==> src/common/core_pkg.sv <==
//////////////////////////////////////////////////
// shared widths, opcodes and decode types for the
// three-stage rv32i core. loads, stores, csr and
// fence opcodes are not listed and retire as nops
//////////////////////////////////////////////////

package core_pkg;

  localparam int XLEN       = 32;                 // data and address width
  localparam int REG_ADDR_W = 5;                  // x0..x31
  localparam int NUM_REGS   = 2**REG_ADDR_W;
  localparam int SHAMT_W    = $clog2(XLEN);       // shift amount bits
  localparam int OPC_W      = 7;

  localparam logic [XLEN-1:0] PC_RESET = '0;      // first fetch address

  // major opcodes kept by this core
  localparam logic [OPC_W-1:0] OPC_OP     = 7'b0110011;
  localparam logic [OPC_W-1:0] OPC_OP_IMM = 7'b0010011;
  localparam logic [OPC_W-1:0] OPC_LUI    = 7'b0110111;
  localparam logic [OPC_W-1:0] OPC_AUIPC  = 7'b0010111;
  localparam logic [OPC_W-1:0] OPC_JAL    = 7'b1101111;
  localparam logic [OPC_W-1:0] OPC_JALR   = 7'b1100111;
  localparam logic [OPC_W-1:0] OPC_BRANCH = 7'b1100011;

  // funct3 for register and immediate arithmetic
  localparam logic [2:0] F3_ADD  = 3'b000;        // add, sub, addi
  localparam logic [2:0] F3_SLL  = 3'b001;
  localparam logic [2:0] F3_SLT  = 3'b010;
  localparam logic [2:0] F3_SLTU = 3'b011;
  localparam logic [2:0] F3_XOR  = 3'b100;
  localparam logic [2:0] F3_SR   = 3'b101;        // srl or sra by funct7 bit 5
  localparam logic [2:0] F3_OR   = 3'b110;
  localparam logic [2:0] F3_AND  = 3'b111;

  // funct3 for conditional branches
  localparam logic [2:0] F3_BEQ  = 3'b000;
  localparam logic [2:0] F3_BNE  = 3'b001;
  localparam logic [2:0] F3_BLT  = 3'b100;
  localparam logic [2:0] F3_BGE  = 3'b101;
  localparam logic [2:0] F3_BLTU = 3'b110;
  localparam logic [2:0] F3_BGEU = 3'b111;

  typedef enum logic [3:0] {
    ALU_ADD, ALU_SUB, ALU_SLL, ALU_SLT, ALU_SLTU,
    ALU_XOR, ALU_SRL, ALU_SRA, ALU_OR,  ALU_AND
  } alu_op_t;

  typedef struct packed {
    logic [6:0]            funct7;
    logic [REG_ADDR_W-1:0] rs2;
    logic [REG_ADDR_W-1:0] rs1;
    logic [2:0]            funct3;
    logic [REG_ADDR_W-1:0] rd;
    logic [OPC_W-1:0]      opcode;
  } instr_r_t;

  // i, s and b formats share this split; b takes imm bits from rd_imm_lo
  typedef struct packed {
    logic [11:0]           imm_hi;
    logic [REG_ADDR_W-1:0] rs1;
    logic [2:0]            funct3;
    logic [4:0]            rd_imm_lo;
    logic [OPC_W-1:0]      opcode;
  } instr_i_t;

  typedef union packed {
    instr_r_t r;
    instr_i_t i;
  } instr_u;

endpackage

==> src/common/pipe_if.sv <==
//////////////////////////////////////////////////
// stage links of the core. fetch_if valid is one
// beat per accepted instruction, flush comes back
// from execute. result_if is the execute register
//////////////////////////////////////////////////
`timescale 1ns/1ps

interface fetch_if;
  import core_pkg::*;

  logic            valid;                         // one beat per good ack
  logic [XLEN-1:0] pc;                            // address of instr
  instr_u          instr;                         // raw word, decoded two ways
  logic            flush;                         // slot after a taken branch

  modport fetch_mp (output valid, output pc, output instr, input flush);
  modport exec_mp  (input valid, input pc, input instr, output flush);
endinterface

interface result_if;
  import core_pkg::*;

  logic                  valid;                   // result register holds an instr
  logic [XLEN-1:0]       pc;
  logic [REG_ADDR_W-1:0] rd;                      // 0 when nothing is written
  logic [XLEN-1:0]       data;

  modport exec_mp   (output valid, output pc, output rd, output data);
  modport retire_mp (input valid, input pc, input rd, input data);
endinterface

==> src/design/retire_stage.sv <==
//////////////////////////////////////////////////
// rf write straight from the result register,
// retire port one cycle later. no back-pressure
//////////////////////////////////////////////////
`timescale 1ns/1ps

module retire_stage (
  input  logic                            i_clk,
  input  logic                            i_rst_n,
  result_if.retire_mp                     result,
  output logic                            o_wr_en,
  output logic [core_pkg::REG_ADDR_W-1:0] o_wr_addr,
  output logic [core_pkg::XLEN-1:0]       o_wr_data,
  output logic                            o_retire_valid,
  output logic [core_pkg::XLEN-1:0]       o_retire_pc,
  output logic [core_pkg::REG_ADDR_W-1:0] o_retire_rd,
  output logic [core_pkg::XLEN-1:0]       o_retire_data
);

  // rf written at the end of the same cycle execute forwards from
  assign o_wr_en   = result.valid && (result.rd != '0);
  assign o_wr_addr = result.rd;
  assign o_wr_data = result.data;

  always_ff @(posedge i_clk or negedge i_rst_n) begin
    if (!i_rst_n) begin
      o_retire_valid <= 1'b0;
    end else begin
      o_retire_valid <= result.valid;             // single cycle per instr
    end
  end

  always_ff @(posedge i_clk) begin
    if (result.valid) begin
      o_retire_pc   <= result.pc;
      o_retire_rd   <= result.rd;
      o_retire_data <= result.data;
    end
  end

endmodule

==> src/design/rv_core.sv <==
//////////////////////////////////////////////////
// rv32i top, fetch / execute / retire. integer
// ops, lui, auipc, jumps and branches only. ack to
// retire valid is 2 cycles, stalls only on ack
//////////////////////////////////////////////////
`timescale 1ns/1ps

module rv_core (
  input  logic                            i_clk,
  input  logic                            i_rst_n,
  output logic                            o_imem_req,
  output logic [core_pkg::XLEN-1:0]       o_imem_addr,
  input  logic                            i_imem_ack,
  input  logic [core_pkg::XLEN-1:0]       i_imem_data,
  output logic                            o_retire_valid,
  output logic [core_pkg::XLEN-1:0]       o_retire_pc,
  output logic [core_pkg::REG_ADDR_W-1:0] o_retire_rd,
  output logic [core_pkg::XLEN-1:0]       o_retire_data
);
  import core_pkg::*;

  logic                  redirect;                // taken branch or jump
  logic [XLEN-1:0]       redirect_pc;
  logic [REG_ADDR_W-1:0] rs1_addr, rs2_addr;
  logic [XLEN-1:0]       rs1_data, rs2_data;
  logic                  wr_en;
  logic [REG_ADDR_W-1:0] wr_addr;
  logic [XLEN-1:0]       wr_data;

  fetch_if  u_fetch_if  ();
  result_if u_result_if ();

  fetch_unit u_fetch (
    .i_clk         (i_clk),
    .i_rst_n       (i_rst_n),
    .o_imem_req    (o_imem_req),
    .o_imem_addr   (o_imem_addr),
    .i_imem_ack    (i_imem_ack),
    .i_imem_data   (i_imem_data),
    .i_redirect    (redirect),
    .i_redirect_pc (redirect_pc),
    .fetch         (u_fetch_if.fetch_mp)
  );

  reg_file u_reg_file (
    .i_clk      (i_clk),
    .i_rs1_addr (rs1_addr),
    .i_rs2_addr (rs2_addr),
    .o_rs1_data (rs1_data),
    .o_rs2_data (rs2_data),
    .i_wr_en    (wr_en),                          // from retire_stage
    .i_wr_addr  (wr_addr),
    .i_wr_data  (wr_data)
  );

  exec_unit u_exec (
    .i_clk         (i_clk),
    .i_rst_n       (i_rst_n),
    .fetch         (u_fetch_if.exec_mp),
    .o_rs1_addr    (rs1_addr),
    .o_rs2_addr    (rs2_addr),
    .i_rs1_data    (rs1_data),
    .i_rs2_data    (rs2_data),
    .result_fwd    (u_result_if.exec_mp),
    .o_redirect    (redirect),
    .o_redirect_pc (redirect_pc)
  );

  retire_stage u_retire (
    .i_clk          (i_clk),
    .i_rst_n        (i_rst_n),
    .result         (u_result_if.retire_mp),
    .o_wr_en        (wr_en),
    .o_wr_addr      (wr_addr),
    .o_wr_data      (wr_data),
    .o_retire_valid (o_retire_valid),
    .o_retire_pc    (o_retire_pc),
    .o_retire_rd    (o_retire_rd),
    .o_retire_data  (o_retire_data)
  );

endmodule

==> src/execute/exec_unit.sv <==
//////////////////////////////////////////////////
// decode, alu and branch resolve in one cycle,
// result and redirect registered. forwards only
// from the result register, rf covers the rest
//////////////////////////////////////////////////
`timescale 1ns/1ps

module exec_unit (
  input  logic                            i_clk,
  input  logic                            i_rst_n,
  fetch_if.exec_mp                        fetch,
  output logic [core_pkg::REG_ADDR_W-1:0] o_rs1_addr,
  output logic [core_pkg::REG_ADDR_W-1:0] o_rs2_addr,
  input  logic [core_pkg::XLEN-1:0]       i_rs1_data,
  input  logic [core_pkg::XLEN-1:0]       i_rs2_data,
  result_if.exec_mp                       result_fwd,
  output logic                            o_redirect,
  output logic [core_pkg::XLEN-1:0]       o_redirect_pc
);
  import core_pkg::*;

  instr_r_t              rtype;                   // r view of the word
  instr_i_t              itype;                   // i/b view of the same word
  logic [XLEN-1:0]       word;
  logic [XLEN-1:0]       imm_i, imm_b, imm_u, imm_j;
  logic [XLEN-1:0]       rs1_val, rs2_val, op_b, alu_y, pc_plus4;
  logic [XLEN-1:0]       rd_data, target;
  logic [REG_ADDR_W-1:0] rd_eff;
  alu_op_t               alu_op;
  logic                  is_op, wr_rd, taken, br_cond;
  logic                  redirect_q;
  logic [XLEN-1:0]       redirect_pc_q;

  // newest value of a source still sitting in the result register
  function automatic logic [XLEN-1:0] fwd_sel(
    input logic [REG_ADDR_W-1:0] src,
    input logic [XLEN-1:0]       rf_data,
    input logic                  res_valid,
    input logic [REG_ADDR_W-1:0] res_rd,
    input logic [XLEN-1:0]       res_data
  );
    return (res_valid && (res_rd != '0) && (res_rd == src)) ? res_data : rf_data;
  endfunction

  //////////////////////////////////////////////////
  // field extraction
  //////////////////////////////////////////////////
  assign rtype = fetch.instr.r;
  assign itype = fetch.instr.i;
  assign word  = fetch.instr;                     // u and j take bits straight off the word

  assign imm_i = {{(XLEN-12){itype.imm_hi[11]}}, itype.imm_hi};
  assign imm_b = {{(XLEN-12){itype.imm_hi[11]}}, itype.rd_imm_lo[0],
                  itype.imm_hi[10:5], itype.rd_imm_lo[4:1], 1'b0};
  assign imm_u = {word[31:12], 12'b0};
  assign imm_j = {{(XLEN-20){word[31]}}, word[19:12], word[20], word[30:21], 1'b0};

  assign o_rs1_addr = rtype.rs1;
  assign o_rs2_addr = rtype.rs2;                  // junk for i-type, unused then
  assign rs1_val    = fwd_sel(rtype.rs1, i_rs1_data, result_fwd.valid,
                              result_fwd.rd, result_fwd.data);
  assign rs2_val    = fwd_sel(rtype.rs2, i_rs2_data, result_fwd.valid,
                              result_fwd.rd, result_fwd.data);

  assign is_op    = (rtype.opcode == OPC_OP);
  assign op_b     = is_op ? rs2_val : imm_i;
  assign pc_plus4 = fetch.pc + XLEN'(4);          // link value

  //////////////////////////////////////////////////
  // alu
  //////////////////////////////////////////////////
  always_comb begin
    case (rtype.funct3)
      F3_ADD:  alu_op = (is_op && rtype.funct7[5]) ? ALU_SUB : ALU_ADD;  // no subi
      F3_SLL:  alu_op = ALU_SLL;
      F3_SLT:  alu_op = ALU_SLT;
      F3_SLTU: alu_op = ALU_SLTU;
      F3_XOR:  alu_op = ALU_XOR;
      F3_SR:   alu_op = rtype.funct7[5] ? ALU_SRA : ALU_SRL;  // imm[10] for srai
      F3_OR:   alu_op = ALU_OR;
      default: alu_op = ALU_AND;
    endcase
  end

  always_comb begin
    case (alu_op)
      ALU_ADD:  alu_y = rs1_val + op_b;
      ALU_SUB:  alu_y = rs1_val - op_b;
      ALU_SLL:  alu_y = rs1_val << op_b[SHAMT_W-1:0];
      ALU_SLT:  alu_y = XLEN'($signed(rs1_val) < $signed(op_b));
      ALU_SLTU: alu_y = XLEN'(rs1_val < op_b);
      ALU_XOR:  alu_y = rs1_val ^ op_b;
      ALU_SRL:  alu_y = rs1_val >> op_b[SHAMT_W-1:0];
      ALU_SRA:  alu_y = $signed(rs1_val) >>> op_b[SHAMT_W-1:0];
      ALU_OR:   alu_y = rs1_val | op_b;
      default:  alu_y = rs1_val & op_b;
    endcase
  end

  //////////////////////////////////////////////////
  // branch compare and result select
  //////////////////////////////////////////////////
  always_comb begin
    case (rtype.funct3)
      F3_BEQ:  br_cond = (rs1_val == rs2_val);
      F3_BNE:  br_cond = (rs1_val != rs2_val);
      F3_BLT:  br_cond = ($signed(rs1_val) < $signed(rs2_val));
      F3_BGE:  br_cond = ($signed(rs1_val) >= $signed(rs2_val));
      F3_BLTU: br_cond = (rs1_val < rs2_val);
      F3_BGEU: br_cond = (rs1_val >= rs2_val);
      default: br_cond = 1'b0;                    // 010/011 not a branch
    endcase
  end

  always_comb begin
    wr_rd   = 1'b0;
    taken   = 1'b0;
    rd_data = alu_y;
    target  = fetch.pc + imm_b;
    case (rtype.opcode)
      OPC_OP, OPC_OP_IMM: wr_rd = 1'b1;
      OPC_LUI: begin
        wr_rd   = 1'b1;
        rd_data = imm_u;
      end
      OPC_AUIPC: begin
        wr_rd   = 1'b1;
        rd_data = fetch.pc + imm_u;
      end
      OPC_JAL: begin
        wr_rd   = 1'b1;
        rd_data = pc_plus4;
        taken   = 1'b1;
        target  = fetch.pc + imm_j;
      end
      OPC_JALR: begin
        wr_rd   = 1'b1;
        rd_data = pc_plus4;
        taken   = 1'b1;
        target  = rs1_val + imm_i;
      end
      OPC_BRANCH: taken = br_cond;
      default: wr_rd = 1'b0;                      // anything else is a nop
    endcase
  end

  assign rd_eff = wr_rd ? rtype.rd : '0;

  //////////////////////////////////////////////////
  // result register and redirect
  //////////////////////////////////////////////////
  always_ff @(posedge i_clk or negedge i_rst_n) begin
    if (!i_rst_n) begin
      result_fwd.valid <= 1'b0;
      redirect_q       <= 1'b0;
    end else begin
      result_fwd.valid <= fetch.valid;            // flushed slot arrives invalid
      redirect_q       <= fetch.valid && taken;   // one cycle pulse
    end
  end

  always_ff @(posedge i_clk) begin
    if (fetch.valid) begin
      result_fwd.pc   <= fetch.pc;
      result_fwd.rd   <= rd_eff;
      result_fwd.data <= (rd_eff != '0) ? rd_data : '0;  // nothing written reports 0
      redirect_pc_q   <= {target[XLEN-1:1], 1'b0};  // bit 0 cleared for jalr
    end
  end

  assign o_redirect    = redirect_q;
  assign o_redirect_pc = redirect_pc_q;
  assign fetch.flush   = redirect_q;              // kills the fall-through beat

endmodule

==> src/execute/reg_file.sv <==
//////////////////////////////////////////////////
// 32 x 32 register file, two async reads and one
// clocked write. x0 reads zero, writes to it lost
//////////////////////////////////////////////////
`timescale 1ns/1ps

module reg_file (
  input  logic                            i_clk,
  input  logic [core_pkg::REG_ADDR_W-1:0] i_rs1_addr,
  input  logic [core_pkg::REG_ADDR_W-1:0] i_rs2_addr,
  output logic [core_pkg::XLEN-1:0]       o_rs1_data,
  output logic [core_pkg::XLEN-1:0]       o_rs2_data,
  input  logic                            i_wr_en,
  input  logic [core_pkg::REG_ADDR_W-1:0] i_wr_addr,
  input  logic [core_pkg::XLEN-1:0]       i_wr_data
);
  import core_pkg::*;

  logic [XLEN-1:0] regs [NUM_REGS];               // contents undefined until written

  always_ff @(posedge i_clk) begin
    if (i_wr_en && (i_wr_addr != '0)) begin
      regs[i_wr_addr] <= i_wr_data;
    end
  end

  // entry 0 is never written so force the zero here
  assign o_rs1_data = (i_rs1_addr == '0) ? '0 : regs[i_rs1_addr];
  assign o_rs2_data = (i_rs2_addr == '0) ? '0 : regs[i_rs2_addr];

endmodule

==> src/fetch/fetch_unit.sv <==
//////////////////////////////////////////////////
// pc and instruction port. req stays high once out
// of reset and addr only moves on ack. an ack for
// a fetch overtaken by a redirect is swallowed
//////////////////////////////////////////////////
`timescale 1ns/1ps

module fetch_unit (
  input  logic                      i_clk,
  input  logic                      i_rst_n,
  output logic                      o_imem_req,
  output logic [core_pkg::XLEN-1:0] o_imem_addr,
  input  logic                      i_imem_ack,
  input  logic [core_pkg::XLEN-1:0] i_imem_data,
  input  logic                      i_redirect,
  input  logic [core_pkg::XLEN-1:0] i_redirect_pc,
  fetch_if.fetch_mp                 fetch
);
  import core_pkg::*;

  logic            req_q;                         // request line
  logic [XLEN-1:0] pc_q;                          // address being requested
  logic            stale_q;                       // outstanding fetch is dead
  logic [XLEN-1:0] tgt_q;                         // parked redirect target
  logic            ack_ok;

  assign ack_ok      = i_imem_ack && req_q;       // ignore acks with no request
  assign o_imem_req  = req_q;
  assign o_imem_addr = pc_q;

  //////////////////////////////////////////////////
  // beat towards execute
  //////////////////////////////////////////////////
  assign fetch.valid = ack_ok && !stale_q && !fetch.flush;  // drop stale and flushed slot
  assign fetch.pc    = pc_q;                      // pc of the word being acked
  assign fetch.instr = i_imem_data;

  //////////////////////////////////////////////////
  // pc and handshake state
  //////////////////////////////////////////////////
  always_ff @(posedge i_clk or negedge i_rst_n) begin
    if (!i_rst_n) begin
      req_q   <= 1'b0;
      pc_q    <= PC_RESET;
      stale_q <= 1'b0;
    end else begin
      req_q <= 1'b1;                              // first req one cycle after release
      if (i_redirect) begin
        if (ack_ok) begin
          pc_q <= i_redirect_pc;                  // old fetch done, go straight to target
        end else begin
          stale_q <= 1'b1;                        // keep addr stable until its ack
        end
      end else if (ack_ok) begin
        if (stale_q) begin
          pc_q    <= tgt_q;                       // stale data dropped, now the target
          stale_q <= 1'b0;
        end else begin
          pc_q <= pc_q + XLEN'(4);
        end
      end
    end
  end

  // target only matters while stale_q is set
  always_ff @(posedge i_clk) begin
    if (i_redirect && !ack_ok) begin
      tgt_q <= i_redirect_pc;
    end
  end

endmodule

==> config.mk <==
export PLATFORM = sky130hd
export DESIGN_NAME = rv_core
export DESIGN_NICKNAME = d
export VERILOG_FILES = /design/src/common/core_pkg.sv /design/src/common/pipe_if.sv /design/src/design/retire_stage.sv /design/src/design/rv_core.sv /design/src/execute/exec_unit.sv /design/src/execute/reg_file.sv /design/src/fetch/fetch_unit.sv
export SDC_FILE = /design/constraint.sdc
export NUM_CORES = 2
export LEC_CHECK = 0
export ABC_AREA = 1
export BUFFER_PORTS_ARGS = -buffer_cell sky130_fd_sc_hd__buf_2
export CAP_MARGIN = 40
export CELL_PAD_IN_SITES_DETAIL_PLACEMENT = 1
export CELL_PAD_IN_SITES_GLOBAL_PLACEMENT = 1
export CORE_ASPECT_RATIO = 0.5
export CORE_MARGIN = 2
export CORE_UTILIZATION = 50
export CTS_CLUSTER_SIZE = 25
export DETAILED_ROUTE_END_ITERATION = 12
export HOLD_SLACK_MARGIN = 0.12
export PLACE_DENSITY_LB_ADDON = 0.12
export SLEW_MARGIN = 20
export SYNTH_ARGS = -nofsm -noshare
export SYNTH_HDL_FRONTEND = slang
export SYNTH_SLANG_ARGS = --single-unit
==> constraint.sdc <==
create_clock -name i_clk -period 13.46 [get_ports i_clk]
set_clock_uncertainty 0.15 [all_clocks]
set_input_delay 1.346 -clock i_clk [delete_from_list [all_inputs] [get_ports i_clk]]
set_output_delay 1.346 -clock i_clk [all_outputs]
set_load 0.01 [all_outputs]
==> metrics.md <==
| Metric | Value |
|---|---|
| Status | completed |
| Clock-pin transition on the worst setup and hold timing paths | roughly 0.080 ns |
| Fmax | ~110 MHz |
| Post-route clock period utilization | about 66% |
| Cell with the most instances after synthesis | nand2_1 |
| Worst hold path class | flip-flop to flip-flop |
| FF+latch area | 37600 µm² |
| Vias in the first global route | 72200 |
| Post-CTS Setup Bufs | 0 |
| Core area | ~150000 µm² |
| Synth async-reset ratio | between 2 and 3% |
| Synth Flop Type | edfxtp_1 |
| TritonCTS clock tree | done |
| RD Place Congestion | approximately 1.0 |
| Post-route ant nets | 0 |
| Drt initial violations | around 11000 |
| Final TNS setup | 0 ns |
| Flops & latches, synth | approximately 1300 |
| Ratio of cells with drive above 1 in the final layout | 7.93% |
| Crit Path Class | input pin to flip-flop |
| Initial antenna violation count | 23 |
| GRT Overall Usage | between 40 and 50% |
| Filler cells | between 15000 and 20000 |
| Post-synth EDFFs | between 1000 and 1500 |
| CTS sink cnt | 1258 |
| Period minus WS final | 8.83 ns |
| CP endpoint kind | flip-flop |
| Ports | ~140 |
| Worst skew pair latency | roughly 0.8 ns |
| Synth cell count leaders | 1401 x nand2_1, 1222 x edfxtp_1, 1094 x o21ai_0 |
| Clock root buffer | clkbuf_16 |
| Routed WL | roughly 340000 µm |
| CTS resizes | 0 |
| DRC | 0 |
| Area taken by multi-input logic gates | between 30000 and 40000 µm² |
| Drt via density | between 6 and 7 |
| Yosys top cell by area | edfxtp_1 |
| Top cell type's share of synthesized area | about half |
| # Max-Cap Violations | 0 |
| Slew of the pin with the lowest slew margin | roughly 1.1 ns |
| Crit path max fanout | 33 |
| Total CTS buffers | 114 |
| Router iterations before antenna repair | 5 |
| Sequential fraction of the synthesis area | between 40% and 50% |
| Routed len/inst | just over 30 µm |
| CTS hold repair buffers | 0 |
| Die area | 156000 µm² |
| Leak Pwr | 32.7 nW |
| Placed inst area | roughly 79000 µm² |
| Maximum VDD drop | approximately 0.13 mV |
| Pwr/cell area | between 100 and 150 nW/µm² |
| Die extent in y | 280 µm |
| Via count | about 73000 |
| Synth top area cells | edfxtp_1 48%, o21ai_0 7.2%, nand2_1 6.9% |
| Final Hold Fails | 0 |
| CTS HTree Levels | 3 |
| Worst path arrival time | about 9.2 ns |
| Die width | about 560 µm |
| Slew HR | a little under a quarter |
| Gr ovfl total | 0 |
| RSZ-0062 raised after global routing | no |
| Setup-failing EPs final | 0 |
| Final Max Tran Viols | 0 |
| Largest net degree at the start of global routing | around 230 |
| Area grow syn2layout | 8.97% |
| Rows | 101 |
| Number of port buffers | around 140 |
| Critical path data required time | approximately 14 ns |
| Clock Tree Buf Depth | 3 |
| Syn Inst Count | ~9000 |
| Setup crit start kind | input pin |
| First-pass GRT wire length | roughly 490000 µm |
| Starting density of the core | roughly 50% |
| Mapped cell area | 76400 µm² |
| Number of distinct library cells after synthesis | 69 |
| Final nets | roughly 9100 |
| DP HPWL | between 200000 and 250000 µm |
| Final instance area | between 80000 and 90000 µm² |
| YS warnings | 0 |
| Average size of a mapped cell | ~8.5 µm² |
## final timing paths
check / slack (ns) / startpoint / to / cells after the start
min in group asynchronous: 0.54 / i_rst_n / u_fetch.fetch.pc[1] / 2
min reg2reg: 0.27 / u_exec.result_fwd.pc[8] / u_retire.o_retire_pc[8] / 0
min: 0.27 / u_exec.result_fwd.pc[8] / u_retire.o_retire_pc[8] / 0
max reg2reg: 5.40 / u_exec.result_fwd.rd[3] / u_exec.result_fwd.data[18] / 26
max: 4.63 / i_imem_data[18] / u_exec.result_fwd.data[18] / 28
max in group asynchronous: 12.13 / i_rst_n / u_exec.result_fwd.valid / 2
## routing by layer
layer  vias up  GRT usage [%]  part of all wire [%]  wire length, µm
met5         -              0                 0.024               80
met3       906           11.0                    13            43800
li1      31200              -                     -                -
met4        14           18.7                   4.7            16000
met2      4596           63.0                    43           145000
met1     36300           58.4                    40           135000
## cell families after synthesis
group / share of synthesized area [%]
AND/OR/NAND/NOR: 19.0
buffers and inverters: 8.68
adder cells (fa/ha/maj): 3.57
XOR/XNOR: 0.631
flip-flops: 49.2
other: 0.00984
AO/OA/AOI/OAI: 18.8
multiplexers: 0.0131
## registers in the layout, summed over array words and instances (netlist names)
signal and cells:
u_retire.o_retire_rd 5, u_retire.o_retire_pc 31, u_reg_file.regs 1024, u_exec.result_fwd.rd 5, u_exec.result_fwd.pc 31, u_exec.o_redirect_pc 31
u_retire.o_retire_data 32, u_fetch.tgt_q 31, u_fetch.stale_q 1, u_fetch.o_imem_req 1, u_exec.fetch.flush 1, u_exec.result_fwd.valid 1
u_retire.o_retire_valid 1, u_exec.result_fwd.data 32, u_fetch.fetch.pc 31
## worst max-delay path, stage by stage
cell,delay (ns)
buf_2,0.12
buf_4,0.26
inv_2,0.24
nand2_1,0.11
inv_2,0.06
buf_4,0.66
nand4_1,0.50
a21boi_4,0.28
buf_4,0.39
nand3_1,0.18
nor2_1,0.13
nor2_1,0.67
inv_1,0.20
ha_1,0.33
fa_1,0.50
nand3_1,0.11
nand2_1,0.23
inv_1,0.17
o21ai_0,0.15
a21oi_1,0.42
o21ai_0,0.31
a21oi_1,0.36
nand2_1,0.09
a311oi_1,0.76
nand2_1,0.08
nand3b_1,0.18
nand2_1,0.11
a21oi_1,0.08
## cell usage in the layout (no fill, tap or decap), types with 166 or more instances in the layout
cell      Yosys  final
o21ai_0    1094   1094
a21oi_1     796    796
buf_4        58    166
nand2_1    1401   1397
ha_1        210    210
nor2_1      797    768
o211ai_1    329    329
nand3_1     941    941
inv_1       913    910
edfxtp_1   1222   1222
## where the power goes
part	internal (mW)	switching (mW)	leakage [nW]
registers	4.40	0.134	11.8
clock network	1.96	1.65	1.93
logic	0.693	1.83	19.0
## cell type report
cell class	instances	area share (%)
repair buffers	353	3.60
well taps	2008	3.02
diodes	6	0.0180
clock inverters	78	1.20
multi-input cells	6208	39.1
clock buffers	133	3.58
flip-flops and latches	1258	45.2
inverters	943	4.30
## through the flow
| stage | worst slack (ns) | power [mW] | hold slack [ns] | utilization (%) | cells |
|---|---|---|---|---|---|
| CTS | 5.23 | 10.5 | 0.260 | 54.7 | 11000 |
| detailed placement | 4.45 | 7.00 | 0.256 | 52.1 | 10800 |
| floorplan | 4.09 | 6.07 | 0.250 | - | 9002 |
| global route | 4.56 | 11.0 | 0.271 | 54.9 | 11000 |
| finish | 4.63 | 10.7 | 0.267 | 54.9 | 11000 |
| global placement | 4.57 | 6.93 | 0.250 | 51.6 | 10700 |
No activity file was read; power rests on OpenSTA's default activity.
